--- config.mk ---
export PLATFORM = sky130hd
export DESIGN_NAME = inst_decoder_flat
export DESIGN_NICKNAME = d
export VERILOG_FILES = /design/src/rv_pkg.sv /design/src/decode_if.sv /design/src/inst_decoder.sv /design/src/flat_wrapper.sv
export SDC_FILE = /design/constraint.sdc
export NUM_CORES = 1
export LEC_CHECK = 0
export ABC_AREA = 0
export BUFFER_PORTS_ARGS = -buffer_cell sky130_fd_sc_hd__buf_2
export CORE_MARGIN = 2
export CORE_UTILIZATION = 32
export DETAILED_ROUTE_END_ITERATION = 16
export PLACE_DENSITY = 0.83
export SYNTH_ARGS = -nofsm -noshare
export SYNTH_HDL_FRONTEND = slang
export SYNTH_SLANG_ARGS = --single-unit
--- constraint.sdc ---
create_clock -name vclk -period 2.65
set_input_delay 0.53 -clock vclk [all_inputs]
set_output_delay 0.53 -clock vclk [all_outputs]
set_load 0.03 [all_outputs]
--- src/rv_pkg.sv ---
package rv_pkg;

    localparam int xlen = 32;           // Data and address width
    localparam int imem_words = 64;     // Instruction memory depth
    localparam int dmem_words = 64;     // Data memory depth

    // Control and status register in the 12-bit APB space
    localparam logic [11:0] ctrl_addr = 12'h100;

    // Major opcodes, RV32I encoding
    typedef enum logic [6:0] {
        OP_R     = 7'b0110011,  // Register-register
        OP_IMM   = 7'b0010011,  // Register-immediate
        OP_LOAD  = 7'b0000011,  // LW
        OP_STORE = 7'b0100011   // SW
    } opcode_e;

    // ALU operations
    typedef enum logic [3:0] {
        ALU_ADD  = 4'd0,
        ALU_SUB  = 4'd1,
        ALU_SLL  = 4'd2,
        ALU_SLT  = 4'd3,
        ALU_SLTU = 4'd4,
        ALU_XOR  = 4'd5,
        ALU_SRL  = 4'd6,
        ALU_SRA  = 4'd7,
        ALU_OR   = 4'd8,
        ALU_AND  = 4'd9
    } alu_op_e;

endpackage

--- src/decode_if.sv ---
`timescale 1ns/100ps

interface decode_if;

    logic [4:0]              rs1;         // Source register 1
    logic [4:0]              rs2;         // Source register 2
    logic [4:0]              rd;          // Destination register
    logic [rv_pkg::xlen-1:0] imm;         // Sign-extended immediate
    rv_pkg::alu_op_e         alu_op;
    logic                    use_imm;     // ALU operand b from imm
    logic                    reg_we;      // Register write, never for x0
    logic                    mem_we;      // SW
    logic                    mem_to_reg;  // LW result to register

    modport producer (
        output rs1, rs2, rd, imm, alu_op, use_imm, reg_we, mem_we, mem_to_reg
    );

    modport consumer (
        input rs1, rs2, rd, imm, alu_op, use_imm, reg_we, mem_we, mem_to_reg
    );

endinterface

--- src/inst_decoder.sv ---
`timescale 1ns/100ps

module inst_decoder (
    input  logic [rv_pkg::xlen-1:0] inst,
    decode_if.producer              dec
);

    logic [6:0]      opcode;
    logic [2:0]      funct3;
    logic            f7_zero;  // funct7 = 0000000
    logic            f7_alt;   // funct7 = 0100000
    logic            valid;    // Supported instruction that writes rd
    rv_pkg::alu_op_e arith_op;

    assign opcode  = inst[6:0];
    assign funct3  = inst[14:12];
    assign f7_zero = (inst[31:25] == 7'b0000000);
    assign f7_alt  = (inst[31:25] == 7'b0100000);

    assign dec.rs1 = inst[19:15];
    assign dec.rs2 = inst[24:20];
    assign dec.rd  = inst[11:7];

    // funct3 to operation, SUB only for register-register
    always_comb begin
        case (funct3)
            3'b000:  arith_op = (f7_alt && opcode == rv_pkg::OP_R) ? rv_pkg::ALU_SUB
                                                                   : rv_pkg::ALU_ADD;
            3'b001:  arith_op = rv_pkg::ALU_SLL;
            3'b010:  arith_op = rv_pkg::ALU_SLT;
            3'b011:  arith_op = rv_pkg::ALU_SLTU;
            3'b100:  arith_op = rv_pkg::ALU_XOR;
            3'b101:  arith_op = f7_alt ? rv_pkg::ALU_SRA : rv_pkg::ALU_SRL;
            3'b110:  arith_op = rv_pkg::ALU_OR;
            default: arith_op = rv_pkg::ALU_AND;
        endcase
    end

    always_comb begin
        valid          = 1'b0;
        dec.alu_op     = rv_pkg::ALU_ADD;  // Address add for loads and stores
        dec.use_imm    = 1'b0;
        dec.mem_we     = 1'b0;
        dec.mem_to_reg = 1'b0;
        dec.imm        = {{(rv_pkg::xlen-12){inst[31]}}, inst[31:20]};  // I immediate
        case (rv_pkg::opcode_e'(opcode))
            rv_pkg::OP_R: begin
                dec.alu_op = arith_op;
                valid = f7_zero | (f7_alt & (funct3 == 3'b000 | funct3 == 3'b101));
            end
            rv_pkg::OP_IMM: begin
                dec.alu_op  = arith_op;
                dec.use_imm = 1'b1;
                if (funct3 == 3'b001) begin
                    valid = f7_zero;  // SLLI
                end else if (funct3 == 3'b101) begin
                    valid = f7_zero | f7_alt;  // SRLI, SRAI
                end else begin
                    valid = 1'b1;
                end
            end
            rv_pkg::OP_LOAD: begin
                dec.use_imm    = 1'b1;
                dec.mem_to_reg = 1'b1;
                valid          = (funct3 == 3'b010);  // LW only
            end
            rv_pkg::OP_STORE: begin
                dec.use_imm = 1'b1;
                dec.imm     = {{(rv_pkg::xlen-12){inst[31]}}, inst[31:25], inst[11:7]};
                dec.mem_we  = (funct3 == 3'b010);  // SW only
            end
            default: ;  // No-op
        endcase
        dec.reg_we = valid & (inst[11:7] != 5'd0);
    end

endmodule

--- src/flat_wrapper.sv ---
// flat-port wrapper written by rule: the top's interface ports become plain ports
module inst_decoder_flat 
  (inst, dec_rs1, dec_rs2, dec_rd, dec_imm, dec_alu_op, dec_use_imm, dec_reg_we, dec_mem_we, dec_mem_to_reg);
  decode_if dec_i ();
  input  logic [rv_pkg::xlen-1:0] inst;
  output wire logic [$bits(dec_i.rs1)-1:0] dec_rs1;
  output wire logic [$bits(dec_i.rs2)-1:0] dec_rs2;
  output wire logic [$bits(dec_i.rd)-1:0] dec_rd;
  output wire logic [$bits(dec_i.imm)-1:0] dec_imm;
  output wire logic [$bits(dec_i.alu_op)-1:0] dec_alu_op;
  output wire logic [$bits(dec_i.use_imm)-1:0] dec_use_imm;
  output wire logic [$bits(dec_i.reg_we)-1:0] dec_reg_we;
  output wire logic [$bits(dec_i.mem_we)-1:0] dec_mem_we;
  output wire logic [$bits(dec_i.mem_to_reg)-1:0] dec_mem_to_reg;
  assign dec_rs1 = dec_i.rs1;
  assign dec_rs2 = dec_i.rs2;
  assign dec_rd = dec_i.rd;
  assign dec_imm = dec_i.imm;
  assign dec_alu_op = dec_i.alu_op;
  assign dec_use_imm = dec_i.use_imm;
  assign dec_reg_we = dec_i.reg_we;
  assign dec_mem_we = dec_i.mem_we;
  assign dec_mem_to_reg = dec_i.mem_to_reg;
  inst_decoder u_core (.inst(inst), .dec(dec_i));
endmodule
==> results.md <==
* Most frequent CP cell: buf_2
* Mapped Cells at 86
* Fmax at 0.387 GHz
* Post-Syn Nets at 118
* Synthesis-to-finish area growth at 18.3%
* CP Data Required Time at 2120 ps
* Hold_buf cts at 0
* Die Area at 2290 um2
* Crit path DAT at 2050 ps
* Largest net degree at the start of global routing at 18
* Cell Chain, Critical Path: buf_2 > or4_4 > nor3b_4 > mux2_2 > buf_2
* Avg Cell Area, Syn at 7.16 um2
* Post-CTS sizing at 0
* Share of cells above drive strength 1 at 0.760
* Fillcell total at 216
* WL/cell at 9.79 um
* Lkg Pwr at 0.417 nW
* Core Area at 1760 um2
* Max-cap violations at 0
* Mapped Area at 616 um2
* Hold Slack at 1060 ps
* Crit path largest cell delay at 550 ps
* Global-route wire length before repair at 1.64 mm
* Synth warn at 0
* N_diodes at 0
* Crit path max-delay cell type: or4_4
* Library cells used by synthesis at 21
* Largest cells by area after synthesis: buf_4 51%, mux2_2 11%, nor2_1 5.5%
* Initial Utilization at 0.349
* DR vias/cell at 4.46
* Drt pass-1 iters at 1
* Top cell type's share of synthesized area at 0.512
* Fin area at 728 um2
* # rows at 15
* Final Hold Violating Endpoints at 0
* Final setup viols at 0
* PwrDens at 219 nW/um2
* Initial antenna violation count at 0
* Max-slew violation count at 0
* Worst slew margin at 0.790
* Tmin final at 2580 ps
* Via count at 651
* DRT iter0 DRCs at 0
* DRC at 0
* Port bufs at 77
* CP Class: input port to primary output
* # nets final at 155
* Total negative slack at 0 ps
* Die Span X at 47.9 um
* Die extent in y at 47.9 um
* HP Class: input port to primary output
* Vias in the first global route at 424
* GPL Wtd Cong at 0.716
* Final sequential cell count at 0
* DP HPWL at 1.27 mm
* Status: completed
* Post-CTS Setup Bufs at 0
* CP startpoint kind: input port
* CP max FO at 6
* Placed cell area at 723 um2
* Clock buffers at 0
* GRT overflow at 0
* I/O pin cnt at 87
* Final period utilization at 0.975
* Actual slew at the worst max-slew pin at 315 ps
* Area leader, netlist: buf_4
* Buf/Inv on CP at 2
* Post-DRT Antenna Nets at 0
* Register area share after synthesis at 0
* CP top delay family: simple AND/OR/NAND/NOR gates
* VDD IR-drop max at 0.104 mV
* Register Area at 0 um2
* Routed WL at 1.43 mm
* RSZ-0062 raised after global routing: false
* Crit. End Element: primary output
* GRT Util Overall at 0.0947
[area by class of cell]
type	count	area [um2]	share of cell area
well taps	25	31.3	0.0430
repair buffers	79	400	0.550
inverters	1	3.75	0.00515
multi-input cells	41	293	0.402
[power breakdown]
part           total (mW)  switching (mW)  leakage (nW)  internal [mW]
Sequential              0               0             0              0
Clock                   0               0             0              0
Combinational       0.159           0.110         0.417         0.0499
Total               0.159           0.110         0.417         0.0499
[stage by stage]
stage / instances / power, mW / worst slack [ps] / utilization
2_1_floorplan: 86 / 0.153 / 49.1 / -
3_3_place_gp: 146 / 0.158 / 45.2 / 0.410
3_5_place_dp: 146 / 0.160 / 28.2 / 0.410
4_1_cts: 146 / 0.160 / 27.2 / 0.410
5_1_grt: 146 / 0.170 / 7.52 / 0.413
6_report: 146 / 0.159 / 66.0 / 0.413
[cells in the mapped netlist]
library cell,n
a2111oi_2,1
a21oi_1,4
a221oi_1,1
and3_2,1
buf_4,42
buf_6,1
clkbuf_1,1
inv_1,1
mux2_2,6
nand2_1,5
nand2b_1,1
nor2_1,9
nor2b_1,2
nor3_1,2
nor3b_4,1
nor4_1,2
o2111ai_1,1
o21ai_0,1
or4_1,2
or4_4,1
or4b_2,1
[final timing paths]
kind                 start    endpoint  slack, ps  cells after the start
setup / recovery   inst[6]  dec_imm[2]         70                      5
hold / removal    inst[15]  dec_rs1[0]       1060                      0
[metal layers]
metal | GRT usage | share of wire | wire length [um] | vias up
met5 | 0 | 0 | 0 | -
met4 | 0 | 0 | 0 | 0
met3 | 0.0189 | 0.17 | 237 | 0
met2 | 0.216 | 0.51 | 725 | 48
met1 | 0.0857 | 0.33 | 467 | 280
li1 | - | - | - | 323
[cell families (layout without fill, tap and decap cells)]
family                 Yosys count  in the layout  synth area share
buffers and inverters           45             80             0.543
muxes                            6              6             0.110
and+or+nand+nor                 27             27             0.254
AOI/OAI and AO/OA                8              8            0.0935
[cell usage in the layout, fill, tap and decap left out]
cell type,synthesis,final
nor4_2,0,1
and3_2,1,1
inv_1,1,1
nand2b_1,1,1
a221oi_1,1,1
or4_4,1,1
nor2b_1,2,2
buf_4,42,2
nor3_2,0,1
o2111ai_1,1,1
or4_1,2,2
nor4_1,2,1
nor3_1,2,1
a2111oi_2,1,1
mux2_2,6,6
a21oi_1,4,4
buf_2,0,77
nand2_1,5,5
o21ai_0,1,1
or4b_2,1,1
nor2_1,9,9
nor3b_4,1,1
Power figures use the tool's default switching activity.
