File: src/rv_pkg.sv
package rv_pkg;

    localparam int xlen = 32;           // Data and address width
    localparam int imem_words = 64;     // Instruction memory depth
    localparam int dmem_words = 64;     // Data memory depth

    // Control and status register in the 12-bit APB space
    localparam logic [11:0] ctrl_addr = 12'h100;

    // Major opcodes, RV32I encoding
    typedef enum logic [6:0] {
        OP_R     = 7'b0110011,  // Register-register
        OP_IMM   = 7'b0010011,  // Register-immediate
        OP_LOAD  = 7'b0000011,  // LW
        OP_STORE = 7'b0100011   // SW
    } opcode_e;

    // ALU operations
    typedef enum logic [3:0] {
        ALU_ADD  = 4'd0,
        ALU_SUB  = 4'd1,
        ALU_SLL  = 4'd2,
        ALU_SLT  = 4'd3,
        ALU_SLTU = 4'd4,
        ALU_XOR  = 4'd5,
        ALU_SRL  = 4'd6,
        ALU_SRA  = 4'd7,
        ALU_OR   = 4'd8,
        ALU_AND  = 4'd9
    } alu_op_e;

endpackage

File: src/decode_if.sv
`timescale 1ns/100ps

interface decode_if;

    logic [4:0]              rs1;         // Source register 1
    logic [4:0]              rs2;         // Source register 2
    logic [4:0]              rd;          // Destination register
    logic [rv_pkg::xlen-1:0] imm;         // Sign-extended immediate
    rv_pkg::alu_op_e         alu_op;
    logic                    use_imm;     // ALU operand b from imm
    logic                    reg_we;      // Register write, never for x0
    logic                    mem_we;      // SW
    logic                    mem_to_reg;  // LW result to register

    modport producer (
        output rs1, rs2, rd, imm, alu_op, use_imm, reg_we, mem_we, mem_to_reg
    );

    modport consumer (
        input rs1, rs2, rd, imm, alu_op, use_imm, reg_we, mem_we, mem_to_reg
    );

endinterface

File: src/register_file.sv
`timescale 1ns/100ps

module register_file (
    input  logic                    CLK,
    input  logic                    RST,
    decode_if.consumer              dec,
    input  logic [rv_pkg::xlen-1:0] wd,   // Write-back value
    output logic [rv_pkg::xlen-1:0] rd1,
    output logic [rv_pkg::xlen-1:0] rd2
);

    logic [rv_pkg::xlen-1:0] regs [1:31];  // x0 has no storage

    always_ff @(posedge CLK) begin
        if (RST) begin
            for (int i = 1; i < 32; i++) begin
                regs[i] <= '0;
            end
        end else if (dec.reg_we && dec.rd != 5'd0) begin
            regs[dec.rd] <= wd;
        end
    end

    // Asynchronous reads, x0 reads as zero
    assign rd1 = (dec.rs1 == 5'd0) ? '0 : regs[dec.rs1];
    assign rd2 = (dec.rs2 == 5'd0) ? '0 : regs[dec.rs2];

endmodule

File: src/flat_wrapper.sv
// flat-port wrapper written by rule: the top's interface ports become plain ports
module register_file_flat 
  (CLK, RST, wd, rd1, rd2, dec_rs1, dec_rs2, dec_rd, dec_imm, dec_alu_op, dec_use_imm, dec_reg_we, dec_mem_we, dec_mem_to_reg);
  decode_if dec_i ();
  input  logic CLK;
  input  logic RST;
  input  logic [rv_pkg::xlen-1:0] wd;
  output logic [rv_pkg::xlen-1:0] rd1;
  output logic [rv_pkg::xlen-1:0] rd2;
  input wire logic [$bits(dec_i.rs1)-1:0] dec_rs1;
  input wire logic [$bits(dec_i.rs2)-1:0] dec_rs2;
  input wire logic [$bits(dec_i.rd)-1:0] dec_rd;
  input wire logic [$bits(dec_i.imm)-1:0] dec_imm;
  input wire logic [$bits(dec_i.alu_op)-1:0] dec_alu_op;
  input wire logic [$bits(dec_i.use_imm)-1:0] dec_use_imm;
  input wire logic [$bits(dec_i.reg_we)-1:0] dec_reg_we;
  input wire logic [$bits(dec_i.mem_we)-1:0] dec_mem_we;
  input wire logic [$bits(dec_i.mem_to_reg)-1:0] dec_mem_to_reg;
  assign dec_i.rs1 = dec_rs1;
  assign dec_i.rs2 = dec_rs2;
  assign dec_i.rd = dec_rd;
  assign dec_i.imm = dec_imm;
  assign dec_i.alu_op = dec_alu_op;
  assign dec_i.use_imm = dec_use_imm;
  assign dec_i.reg_we = dec_reg_we;
  assign dec_i.mem_we = dec_mem_we;
  assign dec_i.mem_to_reg = dec_mem_to_reg;
  register_file u_core (.CLK(CLK), .RST(RST), .dec(dec_i), .wd(wd), .rd1(rd1), .rd2(rd2));
endmodule
File: config.mk
export PLATFORM = sky130hd
export DESIGN_NAME = register_file_flat
export DESIGN_NICKNAME = d
export VERILOG_FILES = /design/src/rv_pkg.sv /design/src/decode_if.sv /design/src/register_file.sv /design/src/flat_wrapper.sv
export SDC_FILE = /design/constraint.sdc
export NUM_CORES = 2
export LEC_CHECK = 0
export BUFFER_PORTS_ARGS = -buffer_cell sky130_fd_sc_hd__buf_2
export CORE_MARGIN = 4
export CORE_UTILIZATION = 49
export DETAILED_ROUTE_END_ITERATION = 10
export GPL_ROUTABILITY_DRIVEN = 0
export PLACE_DENSITY = 0.65
export REMOVE_ABC_BUFFERS = 1
export SYNTH_ARGS = -nofsm -noshare
export SYNTH_HDL_FRONTEND = slang
export SYNTH_SLANG_ARGS = --single-unit
File: constraint.sdc
create_clock -name CLK -period 2.2 [get_ports CLK]
set_clock_uncertainty 0.05 [all_clocks]
set_input_delay 0.22 -clock CLK [delete_from_list [all_inputs] [get_ports CLK]]
set_output_delay 0.22 -clock CLK [all_outputs]
set_load 0.1 [all_outputs]
==> impl_metrics.env <==
export IMPL_critical_path_arrival_ns=2.75
export IMPL_p_leak_nw=24.57
export IMPL_post_drt_wl_per_cell_um=32.35
export IMPL_final_util_pct=60.78
export IMPL_synth_xor_area_share_pct=0
export IMPL_crit_buf_inv=2
export IMPL_htreeDepth=3
export IMPL_netlist_instances=3792
export IMPL_synth_edf_count=1024
export IMPL_cts_root_buf="clkbuf_16"
export IMPL_synth_top_family_by_area="multiplexers"
export IMPL_synth_largest_area_cell="edfxtp_1"
export IMPL_areaGrowthSynthToFinish_pct=22.75
export IMPL_clock_sinks=1024
export IMPL_core_mm2=0.1111
export IMPL_ys_seq_elements=1024
export IMPL_fmax_ghz=0.3308
export IMPL_synthSimpleGateAreaFrac_pct=13.63
export IMPL_cp_slowest_stage_delay_ns=0.48
export IMPL_p_sw_mw=13.60
export IMPL_cts_made_buffers=106
export IMPL_layout_commonest_cell="edfxtp_1"
export IMPL_maxCapViolations=0
export IMPL_std_cell_rows=122
export IMPL_violations="setup timing"
export IMPL_dominantRegCellSynth="edfxtp_1"
export IMPL_crit_slowest_cell="mux4_2"
export IMPL_synth_compound_area_share_pct=5.159
export IMPL_drtAntennaViolNets=0
export IMPL_largest_register="u_core.regs"
export IMPL_largest_reg_flops=1024
export IMPL_dr_total_vias=37150
export IMPL_synth_area_leaders="edfxtp_1 (56%), mux4_2 (12%), and2_1 (11%)"
export IMPL_port_buffers=113
export IMPL_grt_max_degree=47
export IMPL_relSlewSlack_pct=19.34
export IMPL_clkTransAtPathRegs_ns=0.07
export IMPL_start_util_pct=49.52
export IMPL_layout_nets=4264
export IMPL_ioPinCount=153
export IMPL_firstDrtPassIters=5
export IMPL_power_density_mw_per_mm2=743.8
export IMPL_top_regs="u_core.regs x1024"
export IMPL_final_cell_mix="edfxtp_1 (1024), and2_1 (993), buf_4 (414)"
export IMPL_endpoint_kind="output port"
export IMPL_tightest_slew_ns=1.207
export IMPL_swShare_pct=27.07
export IMPL_path_class="reg2out"
export IMPL_hpwlAfterDp_um=123300
export IMPL_cp_cell_sequence="mux4_2 > mux2_4 > a221oi_4 > buf_4 > a211oi_4 > buf_16"
export IMPL_vias_per_cell=6.459
export IMPL_ys_types=41
export IMPL_tritoncts="built"
export IMPL_crit_fanout=2
export IMPL_max_clock_path_buffers=3
export IMPL_synth_warnings=0
export IMPL_ys_seq_area_share_pct=55.88
export IMPL_p_int_mw=36.63
export IMPL_grtUsageTotal_pct=31.41
export IMPL_synthAdderAreaFrac_pct=0
export IMPL_grt_overflow_total=0
export IMPL_dr_first_iter_drc_count=5000
export IMPL_synth_top_area_share_pct=55.88
export IMPL_die_area_mm2=0.1177
export IMPL_outcome="finished, violations left"
export IMPL_hold_viol=0
export IMPL_drcViolationCount=0
export IMPL_antenna_found_initial=9
export IMPL_seqPwrFrac_pct=46.1
export IMPL_fill_cells=8278
export IMPL_fin_crit_sh_pct=137.4
export IMPL_combPwrFrac_pct=18.4
export IMPL_holdWs_ns=0.04164
export IMPL_ir_drop_mv=0.6951
export IMPL_dieHeight_um=343.1
export IMPL_grt_pass1_wl_um=265900
export IMPL_drive_gt1_share_pct=34.48
export IMPL_hold_path_class="in2reg"
export IMPL_avgSynthCellArea_um2=14.51
export IMPL_muxShareOfSynthArea_pct=21.87
export IMPL_rsz0062_at_grt="yes"
export IMPL_grt_pass1_vias=37190
export IMPL_setup_viol=64
export IMPL_fin_crit_ns=3.023
export IMPL_clockPowerShare_pct=35.5
export IMPL_synthesis_area_mm2=0.05503
export IMPL_die_width_um=343.1
export IMPL_synthArstFlopShare_pct=0
export IMPL_crit_family="multiplexers"
export IMPL_routed_wl_um=186100
export IMPL_crit_path_start_kind="register"
export IMPL_worstPathRequired_ns=1.93
export IMPL_drv_slew=0
export IMPL_setup_ws_ns=-0.8226
## layout make-up
class / count / area (um2) / share of cell area, %
flip-flops and latches: 1024 / 30750 / 45.53
multi-input cells: 2386 / 24390 / 36.11
repair buffers: 655 / 7133 / 10.56
clock buffers: 130 / 2806 / 4.155
well taps: 1488 / 1862 / 2.757
clock inverters: 61 / 580.6 / 0.8596
diodes: 6 / 15.01 / 0.02223
inverters: 2 / 8.758 / 0.01297
## path summary, 6_finish.rpt
kind	from	to	slack, ns	cells after the start
hold / removal	wd[20]	u_core.regs[0][20]	0.04	1
setup / recovery	u_core.regs[29][2]	rd1[2]	-0.82	6
## kinds of logic after synthesis
logic type / Yosys count
other: 1
and+or+nand+nor: 1251
muxes: 736
DFF: 1024
AOI/OAI and AO/OA: 367
buffers and inverters: 413
## power by group through the flow
stage | logic, mW | clock network [mW] | registers [mW]
2_1_floorplan | 4.00 | 0 | 23.3
3_3_place_gp | 8.28 | 0 | 23.4
3_5_place_dp | 8.33 | 0 | 23.5
4_1_cts | 9.00 | 18.0 | 23.1
5_1_grt | 9.50 | 18.8 | 23.2
6_report | 9.23 | 17.9 | 23.1
## metrics by stage
stage	cells	TNS, ns	instance area, um2	setup slack, ns	power [mW]
floorplan	3412	-287.44	53250	-2.590	27.26
global placement	5540	-31.17	62150	-0.8370	31.73
detailed placement	5540	-32.86	62150	-0.8557	31.83
CTS	5739	-38.52	67080	-0.8172	50.08
global route	5749	-40.28	67530	-0.8665	51.57
finish	5752	-36.97	67540	-0.8226	50.23
## routing by layer
layer | up-vias | GRT usage [%] | share of wire (%)
met5 | - | 0 | 0.011
met4 | 4 | 11.33 | 3.9
met3 | 419 | 8.123 | 12
met2 | 2291 | 48.47 | 46
met1 | 19190 | 43.43 | 39
li1 | 15250 | - | -
## synth_stat cells (2+ instances only)
| master | number |
|---|---|
| and2_1 | 994 |
| nor2_1 | 37 |
| o2111ai_1 | 17 |
| or3b_1 | 2 |
| mux4_2 | 304 |
| nand2b_1 | 2 |
| inv_1 | 2 |
| clkbuf_1 | 295 |
| mux4_1 | 48 |
| nand3b_1 | 4 |
| nor2b_1 | 37 |
| or2_2 | 31 |
| o21ai_0 | 47 |
| o221ai_1 | 64 |
| a21oi_1 | 32 |
| buf_4 | 51 |
| buf_6 | 12 |
| edfxtp_1 | 1024 |
| nand4_1 | 32 |
| a221oi_1 | 34 |
| nand2_1 | 101 |
| a211oi_1 | 64 |
| buf_2 | 51 |
| mux2_2 | 64 |
| or3_1 | 2 |
| mux2i_1 | 320 |
| a311oi_1 | 32 |
| a22oi_1 | 64 |
| a221oi_2 | 13 |
## what timing repair did
item / CTS / global route
gates cloned: 0 / 0
resized for setup: 363 / 101
setup endpoints to repair: 64 / 64
pin swaps: 60 / 59
hold buffers: 2 / 0
hold endpoints to repair: 2 / 0
setup buffers: 35 / 9
Note: power is estimated with default switching activity, not from simulation.
