[src/rv_pkg.sv]
package rv_pkg;

    localparam int xlen = 32;           // Data and address width
    localparam int imem_words = 64;     // Instruction memory depth
    localparam int dmem_words = 64;     // Data memory depth

    // Control and status register in the 12-bit APB space
    localparam logic [11:0] ctrl_addr = 12'h100;

    // Major opcodes, RV32I encoding
    typedef enum logic [6:0] {
        OP_R     = 7'b0110011,  // Register-register
        OP_IMM   = 7'b0010011,  // Register-immediate
        OP_LOAD  = 7'b0000011,  // LW
        OP_STORE = 7'b0100011   // SW
    } opcode_e;

    // ALU operations
    typedef enum logic [3:0] {
        ALU_ADD  = 4'd0,
        ALU_SUB  = 4'd1,
        ALU_SLL  = 4'd2,
        ALU_SLT  = 4'd3,
        ALU_SLTU = 4'd4,
        ALU_XOR  = 4'd5,
        ALU_SRL  = 4'd6,
        ALU_SRA  = 4'd7,
        ALU_OR   = 4'd8,
        ALU_AND  = 4'd9
    } alu_op_e;

endpackage

[src/decode_if.sv]
`timescale 1ns/100ps

interface decode_if;

    logic [4:0]              rs1;         // Source register 1
    logic [4:0]              rs2;         // Source register 2
    logic [4:0]              rd;          // Destination register
    logic [rv_pkg::xlen-1:0] imm;         // Sign-extended immediate
    rv_pkg::alu_op_e         alu_op;
    logic                    use_imm;     // ALU operand b from imm
    logic                    reg_we;      // Register write, never for x0
    logic                    mem_we;      // SW
    logic                    mem_to_reg;  // LW result to register

    modport producer (
        output rs1, rs2, rd, imm, alu_op, use_imm, reg_we, mem_we, mem_to_reg
    );

    modport consumer (
        input rs1, rs2, rd, imm, alu_op, use_imm, reg_we, mem_we, mem_to_reg
    );

endinterface

[src/data_mem.sv]
`timescale 1ns/100ps

module data_mem (
    input  logic                    CLK,
    decode_if.consumer              dec,
    input  logic [rv_pkg::xlen-1:0] addr,   // ALU result
    input  logic [rv_pkg::xlen-1:0] wdata,
    output logic [rv_pkg::xlen-1:0] rdata   // Loaded word or ALU result
);

    localparam int dmem_aw = $clog2(rv_pkg::dmem_words);

    logic [rv_pkg::xlen-1:0] mem [rv_pkg::dmem_words];
    logic [dmem_aw-1:0]      idx;

    assign idx = addr[dmem_aw+1:2];  // Word index, wraps modulo depth

    always_ff @(posedge CLK) begin
        if (dec.mem_we) begin
            mem[idx] <= wdata;
        end
    end

    // Write-back select
    assign rdata = dec.mem_to_reg ? mem[idx] : addr;

endmodule

[src/flat_wrapper.sv]
// flat-port wrapper written by rule: the top's interface ports become plain ports
module data_mem_flat 
  (CLK, addr, wdata, rdata, dec_rs1, dec_rs2, dec_rd, dec_imm, dec_alu_op, dec_use_imm, dec_reg_we, dec_mem_we, dec_mem_to_reg);
  decode_if dec_i ();
  input  logic CLK;
  input  logic [rv_pkg::xlen-1:0] addr;
  input  logic [rv_pkg::xlen-1:0] wdata;
  output logic [rv_pkg::xlen-1:0] rdata;
  input wire logic [$bits(dec_i.rs1)-1:0] dec_rs1;
  input wire logic [$bits(dec_i.rs2)-1:0] dec_rs2;
  input wire logic [$bits(dec_i.rd)-1:0] dec_rd;
  input wire logic [$bits(dec_i.imm)-1:0] dec_imm;
  input wire logic [$bits(dec_i.alu_op)-1:0] dec_alu_op;
  input wire logic [$bits(dec_i.use_imm)-1:0] dec_use_imm;
  input wire logic [$bits(dec_i.reg_we)-1:0] dec_reg_we;
  input wire logic [$bits(dec_i.mem_we)-1:0] dec_mem_we;
  input wire logic [$bits(dec_i.mem_to_reg)-1:0] dec_mem_to_reg;
  assign dec_i.rs1 = dec_rs1;
  assign dec_i.rs2 = dec_rs2;
  assign dec_i.rd = dec_rd;
  assign dec_i.imm = dec_imm;
  assign dec_i.alu_op = dec_alu_op;
  assign dec_i.use_imm = dec_use_imm;
  assign dec_i.reg_we = dec_reg_we;
  assign dec_i.mem_we = dec_mem_we;
  assign dec_i.mem_to_reg = dec_mem_to_reg;
  data_mem u_core (.CLK(CLK), .dec(dec_i), .addr(addr), .wdata(wdata), .rdata(rdata));
endmodule
[config.mk]
export PLATFORM = sky130hd
export DESIGN_NAME = data_mem_flat
export DESIGN_NICKNAME = d
export VERILOG_FILES = /design/src/rv_pkg.sv /design/src/decode_if.sv /design/src/data_mem.sv /design/src/flat_wrapper.sv
export SDC_FILE = /design/constraint.sdc
export NUM_CORES = 2
export LEC_CHECK = 0
export ABC_AREA = 1
export BUFFER_PORTS_ARGS = -buffer_cell sky130_fd_sc_hd__buf_2
export CAP_MARGIN = 10
export CORE_ASPECT_RATIO = 0.8
export CORE_MARGIN = 2
export CORE_UTILIZATION = 45
export CTS_CLUSTER_SIZE = 12
export DETAILED_ROUTE_END_ITERATION = 6
export PLACE_DENSITY_LB_ADDON = 0.05
export SLEW_MARGIN = 15
export SYNTH_ARGS = -nofsm -noshare
export SYNTH_HDL_FRONTEND = slang
export SYNTH_SLANG_ARGS = --single-unit
[constraint.sdc]
create_clock -name CLK -period 5.1 [get_ports CLK]
set_input_delay 1.02 -clock CLK [delete_from_list [all_inputs] [get_ports CLK]]
set_output_delay 1.02 -clock CLK [all_outputs]
set_load 0.01 [all_outputs]
==> Implementation_results.wiki <==
{| class="wikitable"
! Metric !! Value
|-
| Total of hold buffers inserted after clock tree synthesis || 0
|-
| Synthesized flop and latch total || 2,048
|-
| Number of buffers added by the clock tree synthesis step || between 200 and 250
|-
| Cell type contributing the most total cell area after synthesis || sky130_fd_sc_hd__edfxtp_1
|-
| Net load switching power || a little over 8 mW
|-
| Type of origin of the critical path || input port
|-
| Simple-gate share of the synthesized area || 0.258
|-
| CTS resizes || 0
|-
| Category of the critical setup timing path || in2out
|-
| Vias || 58,800
|-
| Pins Over Slew Limit || 0
|-
| Number of setup buffers added after CTS || 0
|-
| Hold EP || u_core.mem[62][15]
|-
| Switching share of power || 0.234
|-
| Synth Area in Adders || 0
|-
| Largest registers || u_core.mem: 2048 flops
|-
| Post-DP HPWL || roughly 150 mm
|-
| Proportion of synthesized area in mux cells || 0
|-
| Area occupied by multi-input gates || around 0.023 mm^2
|-
| Max Root-Sink Buffers || 3
|-
| Number of antenna violations at the first check in global routing || 15
|-
| Floorplan row count || 143
|-
| Cells taking the most area after synthesis || sky130_fd_sc_hd__edfxtp_1 (71%), sky130_fd_sc_hd__nand2_1 (25%), sky130_fd_sc_hd__buf_2 (1.1%)
|-
| Area occupied by registers || 0.0615 mm^2
|-
| TritonCTS Sinks || 2,048
|-
| Sequential fraction of the synthesis area || 0.712
|-
| Number of buffers inserted by port buffering || 98
|-
| Clock edge transition at the registers on the reported setup and hold paths || 0.06 ns
|-
| Post-DR vias/cell || 5.16
|-
| Floorplan die height || 396 um
|-
| Number of instances in the placed design || 11,000
|-
| Slew at the pin with the worst max-slew slack || approximately 1.2 ns
|-
| GR met1 Demand/Resource || 0.419
|-
| Total number of yosys warnings || 0
|-
| Post-synth net total || 8,620
|-
| Sequential share of power || 0.527
|-
| Largest net degree at the start of global routing || 85
|-
| Gate power share || 0.071
|-
| Fraction of synthesized cell area taken by the top area cell type || 0.712
|-
| Area growth from synthesis to layout || 13.4%
|-
| Time the final worst path needs with I/O delays and setup || 4.80 ns
|-
| Final nets || 8,817
|-
| Areal power density over the cells || 362 mW/mm^2
|-
| Layout Utilization || 0.515
|-
| IO Pins || 152
|-
| Remaining max-slew budget at the tightest pin || 0.226
|-
| Post-synthesis async set-or-reset flop share || 0
|-
| Weighted congestion at the end of routability-driven global placement || slightly below 0.9
|-
| HP Start || wdata[15]
|-
| DRC marker count from the first detailed-route iteration || between 6,000 and 7,000
|-
| Crit share post-route || 0.942
|-
| Met3 capacity usage during global routing || 0.0429
|-
| Chip width || about 490 um
|-
| Clk root buf || sky130_fd_sc_hd__clkbuf_16
|-
| Count of H-tree levels built during CTS || 4
|-
| Largest fanout on the critical path || 67
|-
| Worst hold path cell count || 1
|-
| Core Area || ~0.19 mm^2
|-
| Residual antenna-violating net count after detailed routing || 0
|-
| Number of different library cells in the post-synthesis netlist || 24
|-
| Total routed wirelength || 267 mm
|-
| Share of post-route cells with drive strength above 1 || 0.0854
|-
| Final Hold Violating Endpoints || 0
|-
| CP endpoint kind || primary output
|-
| Filler Cells Inserted || 17,000
|-
| Initial cell density of the core || 0.454
|-
| CTS tree || yes
|-
| Post-synthesis compound-gate area fraction || 0.00275
|-
| Data required time at the worst endpoint || 4.08 ns
|-
| Critical path arrival || 3.78 ns
|-
| Combinational family with the most area after synthesis || simple AND/OR/NAND/NOR gates
|-
| HP Class || in2reg
|-
| RSZ-0062 raised after global routing || false
|-
| Count of flip-flops with a built-in enable after synthesis || 2,048
|-
| Synthesized netlist cell count || roughly 8,500
|-
| Number of remaining DRC errors || 0
|-
| Wire length per cell after detailed routing || 23.4 um
|-
| Run status || completed
|-
| Origin of the worst setup path || addr[2]
|-
| Max FFs per register || 2,048
|-
| Summed instance area of the synthesized netlist || 0.0863 mm^2
|-
| XOR/XNOR Fraction of Synth Area || 0
|-
| Static Leak || just over 40 nW
|-
| Most repeated cell in the gate-level netlist after synthesis || sky130_fd_sc_hd__nand2_1
|-
| Most instantiated cells after synthesis || sky130_fd_sc_hd__nand2_1 (5,663), sky130_fd_sc_hd__edfxtp_1 (2,048), sky130_fd_sc_hd__buf_2 (188), sky130_fd_sc_hd__nor2_1 (152), sky130_fd_sc_hd__clkbuf_1 (148)
|-
| Cell-internal power || 27.1 mW
|-
| Remaining global-route overflow || 0
|-
| Post-route setup TNS || 0 ns
|-
| Iteration count of the initial detailed-routing pass || 6
|-
| Maximum clock frequency || 0.208 GHz
|-
| Register containing the most flip-flops in the final layout || u_core.mem
|-
| VDD IR max || 283 uV
|-
| Finished Layout Cells || 11,400
|-
| Syn_area_per_cell || 10.2 um^2
|-
| Final number of setup-violating endpoints || 0
|-
| Met2 Use GR || 0.397
|-
| Count of maximum capacitance violations || 0
|-
| Global routing's busiest layer || met1
|-
| GRT Resource Usage Total || 0.270
|-
| Number of global-route vias before repair || 54,400
|-
| First-pass GRT wire length || 383 mm
|-
| Prevailing post-synth register cell || sky130_fd_sc_hd__edfxtp_1
|-
| Overall die area || 0.195 mm^2
|-
| Clock network fraction of total power || 0.402
|}
-- through the flow --
step	power (mW)	instance area [um^2]	setup WS, ns	hold WS (ns)
finish	35.4	97900	0.296	0.484
global route	36.6	97900	0.266	0.449
CTS	35.6	97900	0.320	0.416
detailed placement	21.5	91800	0.322	1.31
global placement	21.5	91800	0.272	1.30
floorplan	20.3	86400	1.11	1.12
-- power by group through the flow --
stage | sequential (mW) | clock [mW] | combinational, mW
2_1_floorplan | 19.0 | 0 | 1.26
3_3_place_gp | 19.0 | 0 | 2.49
3_5_place_dp | 19.0 | 0 | 2.50
4_1_cts | 18.7 | 14.5 | 2.50
5_1_grt | 18.7 | 15.2 | 2.75
6_report | 18.7 | 14.3 | 2.51
-- worst max-delay path, stage by stage --
cell                      delay (ns)
sky130_fd_sc_hd__buf_8          0.25
sky130_fd_sc_hd__inv_16         0.20
sky130_fd_sc_hd__buf_12         0.26
sky130_fd_sc_hd__buf_12         0.17
sky130_fd_sc_hd__nand2_1        0.06
sky130_fd_sc_hd__nand2_1        0.04
sky130_fd_sc_hd__nand2_1        0.05
sky130_fd_sc_hd__nand2_1        0.06
sky130_fd_sc_hd__nand2_1        0.05
sky130_fd_sc_hd__nand2_1        0.15
sky130_fd_sc_hd__nand2_1        0.32
sky130_fd_sc_hd__nand2_1        0.09
sky130_fd_sc_hd__nor2_1         0.47
sky130_fd_sc_hd__nand3_1        0.17
sky130_fd_sc_hd__nand2_1        0.09
sky130_fd_sc_hd__inv_1          0.04
sky130_fd_sc_hd__buf_2          0.13
-- cells by family (layout without fill, tap and decap cells) --
kind of cell	count (synthesis)	count (layout)
other	0	4
buffers and inverters	513	870
AO/OA/AOI/OAI	44	44
AND/OR/NAND/NOR	5895	5895
flip-flops	2048	2048
-- final cells by class --
class | instances | area share
clock inverters | 83 | 0.00547
well taps | 2537 | 0.0324
clock buffers | 288 | 0.0575
flip-flops and latches | 2048 | 0.628
multi-input cells | 5939 | 0.235
inverters | 87 | 0.00365
repair buffers | 412 | 0.0376
diodes | 4 | 0.000102
-- routing by layer --
layer	vias to the layer above	wire, um
met5	-	13
met4	2	6020
met3	294	20400
met2	2001	115000
met1	28600	125000
li1	27900	-
-- worst max-delay path by stage --
stage                         to  cells past startpoint
2_1_floorplan  u_core.mem[41][0]                      6
3_3_place_gp           rdata[17]                     16
3_5_place_dp           rdata[17]                     16
4_1_cts                rdata[17]                     16
5_1_grt                rdata[17]                     16
6_report               rdata[14]                     17
-- placed cells by master, fill, tap and decap left out, types with 2 or more instances in the layout --
cell,Yosys,routed
sky130_fd_sc_hd__nand2_1,5663,5663
sky130_fd_sc_hd__edfxtp_1,2048,2048
sky130_fd_sc_hd__buf_4,28,250
sky130_fd_sc_hd__clkbuf_16,0,214
sky130_fd_sc_hd__buf_2,188,95
sky130_fd_sc_hd__nor2_1,152,86
sky130_fd_sc_hd__inv_1,81,80
sky130_fd_sc_hd__clkbuf_1,148,74
sky130_fd_sc_hd__nor2_4,0,66
sky130_fd_sc_hd__buf_12,0,64
sky130_fd_sc_hd__clkinv_1,1,58
sky130_fd_sc_hd__nand3_1,45,45
sky130_fd_sc_hd__or2_2,26,26
sky130_fd_sc_hd__a21oi_1,21,21
sky130_fd_sc_hd__o21ai_0,10,10
sky130_fd_sc_hd__clkinv_2,0,10
sky130_fd_sc_hd__o211ai_1,7,7
sky130_fd_sc_hd__o21ai_1,6,6
sky130_fd_sc_hd__inv_6,0,6
sky130_fd_sc_hd__diode_2,0,4
sky130_fd_sc_hd__bufinv_16,0,4
sky130_fd_sc_hd__inv_2,4,3
sky130_fd_sc_hd__nor3_2,1,3
sky130_fd_sc_hd__buf_8,0,3
sky130_fd_sc_hd__inv_16,0,2
sky130_fd_sc_hd__inv_8,0,2
sky130_fd_sc_hd__nor4_4,0,2
sky130_fd_sc_hd__clkinv_8,0,2
Note: power is estimated with default switching activity, not from simulation.
