$ cat config.mk
export PLATFORM = sky130hd
export DESIGN_NAME = alu_flat
export DESIGN_NICKNAME = d
export VERILOG_FILES = /design/src/rv_pkg.sv /design/src/decode_if.sv /design/src/alu.sv /design/src/flat_wrapper.sv
export SDC_FILE = /design/constraint.sdc
export NUM_CORES = 1
export LEC_CHECK = 0
export ABC_AREA = 1
export ABC_CLOCK_PERIOD_IN_PS = 6400
export BUFFER_PORTS_ARGS = -buffer_cell sky130_fd_sc_hd__buf_2
export CORE_ASPECT_RATIO = 1.75
export CORE_UTILIZATION = 55
export DETAILED_ROUTE_END_ITERATION = 10
export GPL_TIMING_DRIVEN = 0
export PLACE_DENSITY = 0.88
export SLEW_MARGIN = 25
export SYNTH_ARGS = -nofsm -noshare
export SYNTH_HDL_FRONTEND = slang
export SYNTH_SLANG_ARGS = --single-unit
$ cat constraint.sdc
create_clock -name vclk -period 6.4
set_input_delay 0 -clock vclk [all_inputs]
set_output_delay 0 -clock vclk [all_outputs]
set_load 0.01 [all_outputs]
$ cat src/rv_pkg.sv
package rv_pkg;

    localparam int xlen = 32;           // Data and address width
    localparam int imem_words = 64;     // Instruction memory depth
    localparam int dmem_words = 64;     // Data memory depth

    // Control and status register in the 12-bit APB space
    localparam logic [11:0] ctrl_addr = 12'h100;

    // Major opcodes, RV32I encoding
    typedef enum logic [6:0] {
        OP_R     = 7'b0110011,  // Register-register
        OP_IMM   = 7'b0010011,  // Register-immediate
        OP_LOAD  = 7'b0000011,  // LW
        OP_STORE = 7'b0100011   // SW
    } opcode_e;

    // ALU operations
    typedef enum logic [3:0] {
        ALU_ADD  = 4'd0,
        ALU_SUB  = 4'd1,
        ALU_SLL  = 4'd2,
        ALU_SLT  = 4'd3,
        ALU_SLTU = 4'd4,
        ALU_XOR  = 4'd5,
        ALU_SRL  = 4'd6,
        ALU_SRA  = 4'd7,
        ALU_OR   = 4'd8,
        ALU_AND  = 4'd9
    } alu_op_e;

endpackage

$ cat src/decode_if.sv
`timescale 1ns/100ps

interface decode_if;

    logic [4:0]              rs1;         // Source register 1
    logic [4:0]              rs2;         // Source register 2
    logic [4:0]              rd;          // Destination register
    logic [rv_pkg::xlen-1:0] imm;         // Sign-extended immediate
    rv_pkg::alu_op_e         alu_op;
    logic                    use_imm;     // ALU operand b from imm
    logic                    reg_we;      // Register write, never for x0
    logic                    mem_we;      // SW
    logic                    mem_to_reg;  // LW result to register

    modport producer (
        output rs1, rs2, rd, imm, alu_op, use_imm, reg_we, mem_we, mem_to_reg
    );

    modport consumer (
        input rs1, rs2, rd, imm, alu_op, use_imm, reg_we, mem_we, mem_to_reg
    );

endinterface

$ cat src/alu.sv
`timescale 1ns/100ps

module alu (
    decode_if.consumer              dec,
    input  logic [rv_pkg::xlen-1:0] a,
    input  logic [rv_pkg::xlen-1:0] b_reg,
    output logic [rv_pkg::xlen-1:0] result
);

    logic [rv_pkg::xlen-1:0] b;
    logic [4:0]              shamt;

    assign b     = dec.use_imm ? dec.imm : b_reg;
    assign shamt = b[4:0];  // Low five bits only

    always_comb begin
        case (dec.alu_op)
            rv_pkg::ALU_ADD:  result = a + b;
            rv_pkg::ALU_SUB:  result = a - b;
            rv_pkg::ALU_SLL:  result = a << shamt;
            rv_pkg::ALU_SLT:  result = {{(rv_pkg::xlen-1){1'b0}}, $signed(a) < $signed(b)};
            rv_pkg::ALU_SLTU: result = {{(rv_pkg::xlen-1){1'b0}}, a < b};
            rv_pkg::ALU_XOR:  result = a ^ b;
            rv_pkg::ALU_SRL:  result = a >> shamt;
            rv_pkg::ALU_SRA:  result = $signed(a) >>> shamt;  // Keeps the sign
            rv_pkg::ALU_OR:   result = a | b;
            default:          result = a & b;
        endcase
    end

endmodule

$ cat src/flat_wrapper.sv
// flat-port wrapper written by rule: the top's interface ports become plain ports
module alu_flat 
  (a, b_reg, result, dec_rs1, dec_rs2, dec_rd, dec_imm, dec_alu_op, dec_use_imm, dec_reg_we, dec_mem_we, dec_mem_to_reg);
  decode_if dec_i ();
  input  logic [rv_pkg::xlen-1:0] a;
  input  logic [rv_pkg::xlen-1:0] b_reg;
  output logic [rv_pkg::xlen-1:0] result;
  input wire logic [$bits(dec_i.rs1)-1:0] dec_rs1;
  input wire logic [$bits(dec_i.rs2)-1:0] dec_rs2;
  input wire logic [$bits(dec_i.rd)-1:0] dec_rd;
  input wire logic [$bits(dec_i.imm)-1:0] dec_imm;
  input wire logic [$bits(dec_i.alu_op)-1:0] dec_alu_op;
  input wire logic [$bits(dec_i.use_imm)-1:0] dec_use_imm;
  input wire logic [$bits(dec_i.reg_we)-1:0] dec_reg_we;
  input wire logic [$bits(dec_i.mem_we)-1:0] dec_mem_we;
  input wire logic [$bits(dec_i.mem_to_reg)-1:0] dec_mem_to_reg;
  assign dec_i.rs1 = dec_rs1;
  assign dec_i.rs2 = dec_rs2;
  assign dec_i.rd = dec_rd;
  assign dec_i.imm = dec_imm;
  assign dec_i.alu_op = dec_alu_op;
  assign dec_i.use_imm = dec_use_imm;
  assign dec_i.reg_we = dec_reg_we;
  assign dec_i.mem_we = dec_mem_we;
  assign dec_i.mem_to_reg = dec_mem_to_reg;
  alu u_core (.dec(dec_i), .a(a), .b_reg(b_reg), .result(result));
endmodule
==> results.md, run 1 <==
- Post-CTS Setup Repair Bufs: 0
- Port bufs: 131
- Cts hold-fix bufs: 0
- Vias in the first global route: 16699
- Status: did not finish
- Count leader, synth: nand2_1
- Netlist Area Pre-Place: 10200 um^2
- Largest net degree at the start of global routing: 13
- Commonest cells in the netlist: nand2_1 (568), nand3_1 (496), inv_1 (233)
- Halt Stage: global routing
- Global-route wire length before repair: 95.5 mm
- Unique masters post-synth: 41
- Run Error: [ERROR GRT-0116] Global routing finished with congestion. Check the congestion regions in the DRC Viewer.
- Dpl hpwl: 43.3 mm
- Grt total ovfl: 103
- Post-placement cell count: 2448
- Sequential fraction of the synthesis area: 0
- Die X: 105 um
- Cells after synthesis: 2083
- Post-synthesis average cell area: 4.91 um^2
- Ys Warns: 0
- Post-synth top area cell: nand3_1
- Synth area leaders: nand3_1 (24%), nand2_1 (21%), ha_1 (12%), inv_1 (8.5%), nor2_1 (7.3%)
- Mapped Nets: 2301
- Initial Utilization: 0.564
- Top-area cell type share of the netlist area: 0.243
- Post-CTS sizing: 0
- Placer Congestion: 1.43
- Row Count: 65
- Total Routing Usage GR: 0.647
- Die extent in y: 182 um
- IO Pins: 151
[logic make-up after synthesis]
| logic type | after synthesis | share of synthesized area |
|---|---|---|
| AO/OA/AOI/OAI | 257 | 0.138 |
| adder cells (fa/ha/maj) | 99 | 0.123 |
| buffers and inverters | 339 | 0.140 |
| XOR/XNOR | 2 | 0.00171 |
| AND/OR/NAND/NOR | 1386 | 0.598 |
[per-stage QoR]
stage | cell area, um^2 | setup WS (ns) | util
2_1_floorplan | 10200 | 4.02 | -
3_3_place_gp | 11200 | 2.90 | 0.616
3_5_place_dp | 11200 | 2.89 | 0.616
4_1_cts | 11200 | 2.88 | 0.616
[routing by layer]
layer	overflow	track usage
met1	0	0.636
met2	65	0.867
met3	2	0.415
met4	36	0.692
met5	0	0.106
==> run 2: changes to the inputs <==
CORE_ASPECT_RATIO = default   (was 1.75)
CORE_UTILIZATION = 40   (was 55)
PLACE_DENSITY = default   (was 0.88)
PLACE_DENSITY_LB_ADDON = 0.15   (was default)
==> run 2 against run 1 <==
Effect of this change:
- the run now ends clean
- synthesized area did not move
- synthesized cell count did not move
==> results.md, run 2 <==
- Total Routing Usage GR: 0.465
- Top-area cell type share of the netlist area: 0.243
- First-pass detailed-route iteration total: 7
- Hold path cells: 5
- Routed length per placed instance: 24.6 um
- Max_cap viols: 0
- Commonest non-fill, non-tap cell in the layout: nand2_1
- Slew Viols, Final: 0
- Final WL: 62.6 mm
- Post-placement cell count: 2544
- Vias in the first global route: 14739
- Unique masters post-synth: 41
- Period utilization: 0.650
- CORE AREA: 25100 um^2
- Grt total ovfl: 0
- Met2 WL: 27.8 mm
- Register Area: 0 um^2
- Post-route minimum period: 4.16 ns
- Row Count: 58
- Ys Warns: 0
- Met1 WL: 22.7 mm
- Synth area leaders: nand3_1 (24%), nand2_1 (21%), ha_1 (12%), inv_1 (8.5%), nor2_1 (7.3%)
- Worst-path maximum fanout: 10
- Post-CTS sizing: 0
- Sequential fraction of the synthesis area: 0
- Post-synth top area cell: nand3_1
- Die extent in y: 162 um
- Final setup vio count: 0
- Post-CTS Setup Repair Bufs: 0
- Layout cells sized above 1: 0.119
- Worst setup path class: primary input to primary output
- Residual DRC: 0
- Via density: 6.24
- Netlist Area Pre-Place: 10200 um^2
- Initial DRC count: 2150
- Commonest non-fill, non-tap cells in the layout: nand2_1 (568), nand3_1 (496), inv_1 (233)
- Largest net degree at the start of global routing: 13
- Global-route wire length before repair: 90.6 mm
- Die X: 162 um
- Sequential cells: 0
- Setup crit start kind: primary input
- TNS Setup: 0 ns
- Port bufs: 131
- Placer Congestion: 1.14
- Commonest cells in the netlist: nand2_1 (568), nand3_1 (496), inv_1 (233)
- Fmax achieved: 240 MHz
- Cells after synthesis: 2083
- Fin. Hold Viols: 0
- Hold crit path type: primary input to primary output
- Die Area: 26200 um^2
- Fin cells: 2545
- Mapped Nets: 2301
- Highest Signal Layer: met4
- WHS: 0.532 ns
- Met3 WL: 7.37 mm
- Critical path arrival: 4.16 ns
- Dpl hpwl: 51.9 mm
- Clock buffer cells: 0
- Post-synthesis average cell area: 4.91 um^2
- RSZ-0062 raised after global routing: false
- Nets: 2434
- Fin util: 0.450
- Via count: 15874
- Initial Utilization: 0.408
- Final antenna-violating net count: 0
- Data required time of the worst path: 6.40 ns
- Count leader, synth: nand2_1
- Worst-margin pin slew: 0.957 ns
- Initial antenna violation count: 2
- Status: completed
- Cts hold-fix bufs: 0
- Relative max-transition margin: 0.362
- Syn-to-layout area delta: 10.5%
- IO Pins: 151
- Crit end category: primary output
run 2: layer usage:
layer  vias to the layer above  track usage
met5                         -            0
met4                         0        0.305
met3                       269       0.0953
met2                      1224        0.757
met1                      7246        0.551
li1                       7135            -
run 2: critical path, cell delays in order:
cell and delay, ns:
buf_4 0.15, buf_2 0.22, clkbuf_1 0.71, o21ai_0 0.46, ha_1 0.40, clkbuf_1 0.32, nand2_1 0.20, nor2_1 0.18
inv_1 0.11, nor2_1 0.46, nand4_1 0.24, nand3_1 0.14, nand2_1 0.06, nand3_1 0.11, nand4_1 0.20, buf_2 0.20
run 2: area by class of cell:
type                       count  area (um^2)
antenna                        1         2.50
buffer                        99          529
fill                        3018        13800
inverter                     240          903
multi-input combinational   1744         8800
tap                          330          413
timing repair buffer         131          656
run 2: cell families after synthesis:
group	synth area share
fa+ha+maj	0.123
simple gates	0.598
buf+inv	0.140
xor+xnor	0.00171
compound gates	0.138
run 2: stage by stage:
stage,worst slack [ns],instance area [um^2]
after floorplan,4.02,10200
after global placement,2.47,11300
after detailed placement,2.44,11300
after CTS,2.44,11300
after global routing,2.12,11300
final,2.24,11300
run 2: worst paths after layout:
check                    from         end  slack (ns)
setup / recovery  dec_use_imm  result[20]        2.24
hold / removal           a[2]   result[2]        0.53
==> run 3: changes to the inputs <==
ABC_AREA = 0   (was 1)
ABC_CLOCK_PERIOD_IN_PS = 4000   (was 6400)
clock period = 4 ns   (was 6.4 ns; I/O delays follow)
==> run 3 against run 2 <==
Effect of this change:
- the run now ends with negative setup slack left
- global-route usage decreased by 0.10 points
- count of clock-buffer cells in the layout unchanged
- via count decreased by 16%
- worst hold slack improved by 0.15 ns
- sequential cell count unchanged
- critical path type unchanged
- largest cell class unchanged
- highest routed layer unchanged
==> results.md, run 3 <==
- Status: complete, but fails checks
- Failing checks: negative setup slack
- Die X: 154 um
- Synth area leaders: ha_1 (13%), mux2i_1 (10%), a21oi_1 (9.7%), nor2_1 (6.7%), nand2_1 (6.3%)
- Sequential cells: 0
- Final setup vio count: 6
- Critical path arrival: 4.10 ns
- Final antenna-violating net count: 0
- Vias in the first global route: 12125
- Die Area: 23800 um^2
- Total Routing Usage GR: 0.464
- Largest net degree at the start of global routing: 30
- Hold path cells: 5
- Row Count: 55
- Commonest non-fill, non-tap cells in the layout: a21oi_1 (175), nor2_1 (164), nand2_1 (157)
- Sequential fraction of the synthesis area: 0
- Via density: 7.05
- Syn-to-layout area delta: 16.7%
- Fin area: 10800 um^2
- Fmax achieved: 244 MHz
- Nets: 1824
- Grt total ovfl: 0
- Peak VDD IR: 73.5 uV
- Residual DRC: 0
- RSZ-0062 raised after global routing: true
- Post-synthesis average cell area: 6.34 um^2
- Post-synth top area cell: ha_1
- Hold Crit Start: a[30]
- Mapped Nets: 1683
- Post-route minimum period: 4.10 ns
- Hold crit path type: primary input to primary output
- WHS: 0.686 ns
- Leakage: 4.63 nW
- Global-route wire length before repair: 81.6 mm
- Worst setup path class: primary input to primary output
- Fin cells: 1889
- Cells after synthesis: 1465
- Cell Chain, Critical Path: buf_6 > mux2i_4 > buf_4 > clkbuf_1 > buf_1 > nor2_1 > o31ai_1 > nand3_1 > o21ai_0 > a221oi_1 > a31oi_1 > buf_2
- Setup WS pre-CTS: -1.72 ns
- Unique masters post-synth: 78
- Crit path max-delay cell type: o31ai_1
- Die extent in y: 154 um
- Layout cells sized above 1: 0.170
- Final WL: 57.5 mm
- TNS Setup: -0.281 ns
- Via count: 13315
- Placer Congestion: 1.07
- Slew Viols, Final: 0
- Ys Warns: 0
- Initial Utilization: 0.409
- Fin. Hold Viols: 0
- Placed Area: 10300 um^2
- Diode count: 0
- Final WS setup: -0.0965 ns
- Hold Path End: result[30]
- Worst-path maximum fanout: 10
- Crit end category: primary output
- Buf/Inv on CP: 5
- Routed length per placed instance: 30.4 um
- Top-area cell type share of the netlist area: 0.131
- Netlist Area Pre-Place: 9290 um^2
- Post-placement cell count: 1881
- IO Pins: 151
- CORE AREA: 22700 um^2
- Biggest cell delay along the critical path: 1.00 ns
- Critical path origin: dec_use_imm
- Relative max-transition margin: 0.170
- Register Area: 0 um^2
- Initial antenna violation count: 0
- Max_cap viols: 0
- Setup crit start kind: primary input
- PD cells: 196 nW/um^2
- Initial DRC count: 1900
- Worst-margin pin slew: 1.23 ns
- Data required time of the worst path: 4.00 ns
- Commonest cells in the netlist: a21oi_1 (180), nor2_1 (165), nand2_1 (157)
- First-pass detailed-route iteration total: 8
- Commonest non-fill, non-tap cell in the layout: a21oi_1
- Count leader, synth: a21oi_1
- Dpl hpwl: 46.8 mm
- Port bufs: 131
- Delay-heaviest family, CP: compound AO/OA/AOI/OAI gates
- Clock buffer cells: 0
- Period utilization: 1.02
==> run 3: cell count changes after synthesis, moves of 19 or more <==
| cell | change |
|---|---|
| or2_2 | -38 |
| clkbuf_1 | +37 |
| a21oi_1 | +80 |
| nor2_1 | -35 |
| nand3_1 | -475 |
| a31oi_1 | +34 |
| o211ai_1 | +19 |
| xnor2_1 | +24 |
| mux2i_1 | +97 |
| a211oi_1 | +46 |
| nand4_1 | -23 |
| nand2_1 | -411 |
| inv_1 | -139 |
| buf_2 | -27 |
==> run 3: worst max-delay path by stage <==
stage / endpoint / slack [ns] / cells after the start
after floorplan: result[26] / 0.03 / 18
after global placement: result[26] / -1.72 / 17
after detailed placement: result[26] / -1.72 / 17
after CTS: result[29] / 0.004 / 18
after global routing: result[25] / -0.02 / 17
final: result[11] / -0.1 / 12
==> run 3: cells by family after synthesis <==
group	after synthesis	synth area share
AO/OA/AOI/OAI	575	0.402
AND/OR/NAND/NOR	442	0.205
buffers and inverters	206	0.0874
multiplexers	113	0.142
adder cells (fa/ha/maj)	99	0.135
XOR/XNOR	30	0.0283
==> run 3: final cells by class <==
type / instances / area (um^2)
fillers: 2455 / 11900
multi-input cells: 1259 / 8790
repair buffers: 154 / 841
plain buffers: 93 / 474
inverters: 98 / 384
well taps: 285 / 357
==> run 3: repair_timing <==
| action | 4_1_cts | 5_1_grt |
|---|---|---|
| pin swaps | 9 | 9 |
| gates cloned | 0 | 0 |
| setup endpoints to repair | 28 | 13 |
| hold buffers | 0 | 0 |
| resized for setup | 69 | 35 |
| setup buffers | 17 | 6 |
==> run 3: worst min-delay path, stage by stage <==
cell and delay [ns]:
buf_2 0.14, ha_1 0.25, nor2_1 0.11, nor2_1 0.05, buf_2 0.13
==> run 3: report_power, final <==
group	switching, mW	internal [mW]	total [mW]
Sequential	0	0	0
Combinational	1.44	0.692	2.13
Clock	0	0	0
Total	1.44	0.692	2.13
==> run 3: metal layers <==
| metal | up-vias | global-route usage | part of all wire | wire length, um |
|---|---|---|---|---|
| met5 | - | 0 | 0 | 0 |
| met4 | 0 | 0.216 | 0.061 | 3500 |
| met3 | 239 | 0.107 | 0.13 | 7550 |
| met2 | 1132 | 0.696 | 0.41 | 23700 |
| met1 | 6248 | 0.624 | 0.40 | 22800 |
| li1 | 5696 | - | - | - |
==> run 3: metrics by stage <==
| step | total power [mW] | util |
|---|---|---|
| floorplan | 1.19 | - |
| global placement | 1.89 | 0.454 |
| detailed placement | 1.89 | 0.455 |
| CTS | 1.97 | 0.469 |
| global route | 2.22 | 0.478 |
| finish | 2.13 | 0.478 |
(Power assumes the default switching activity.)
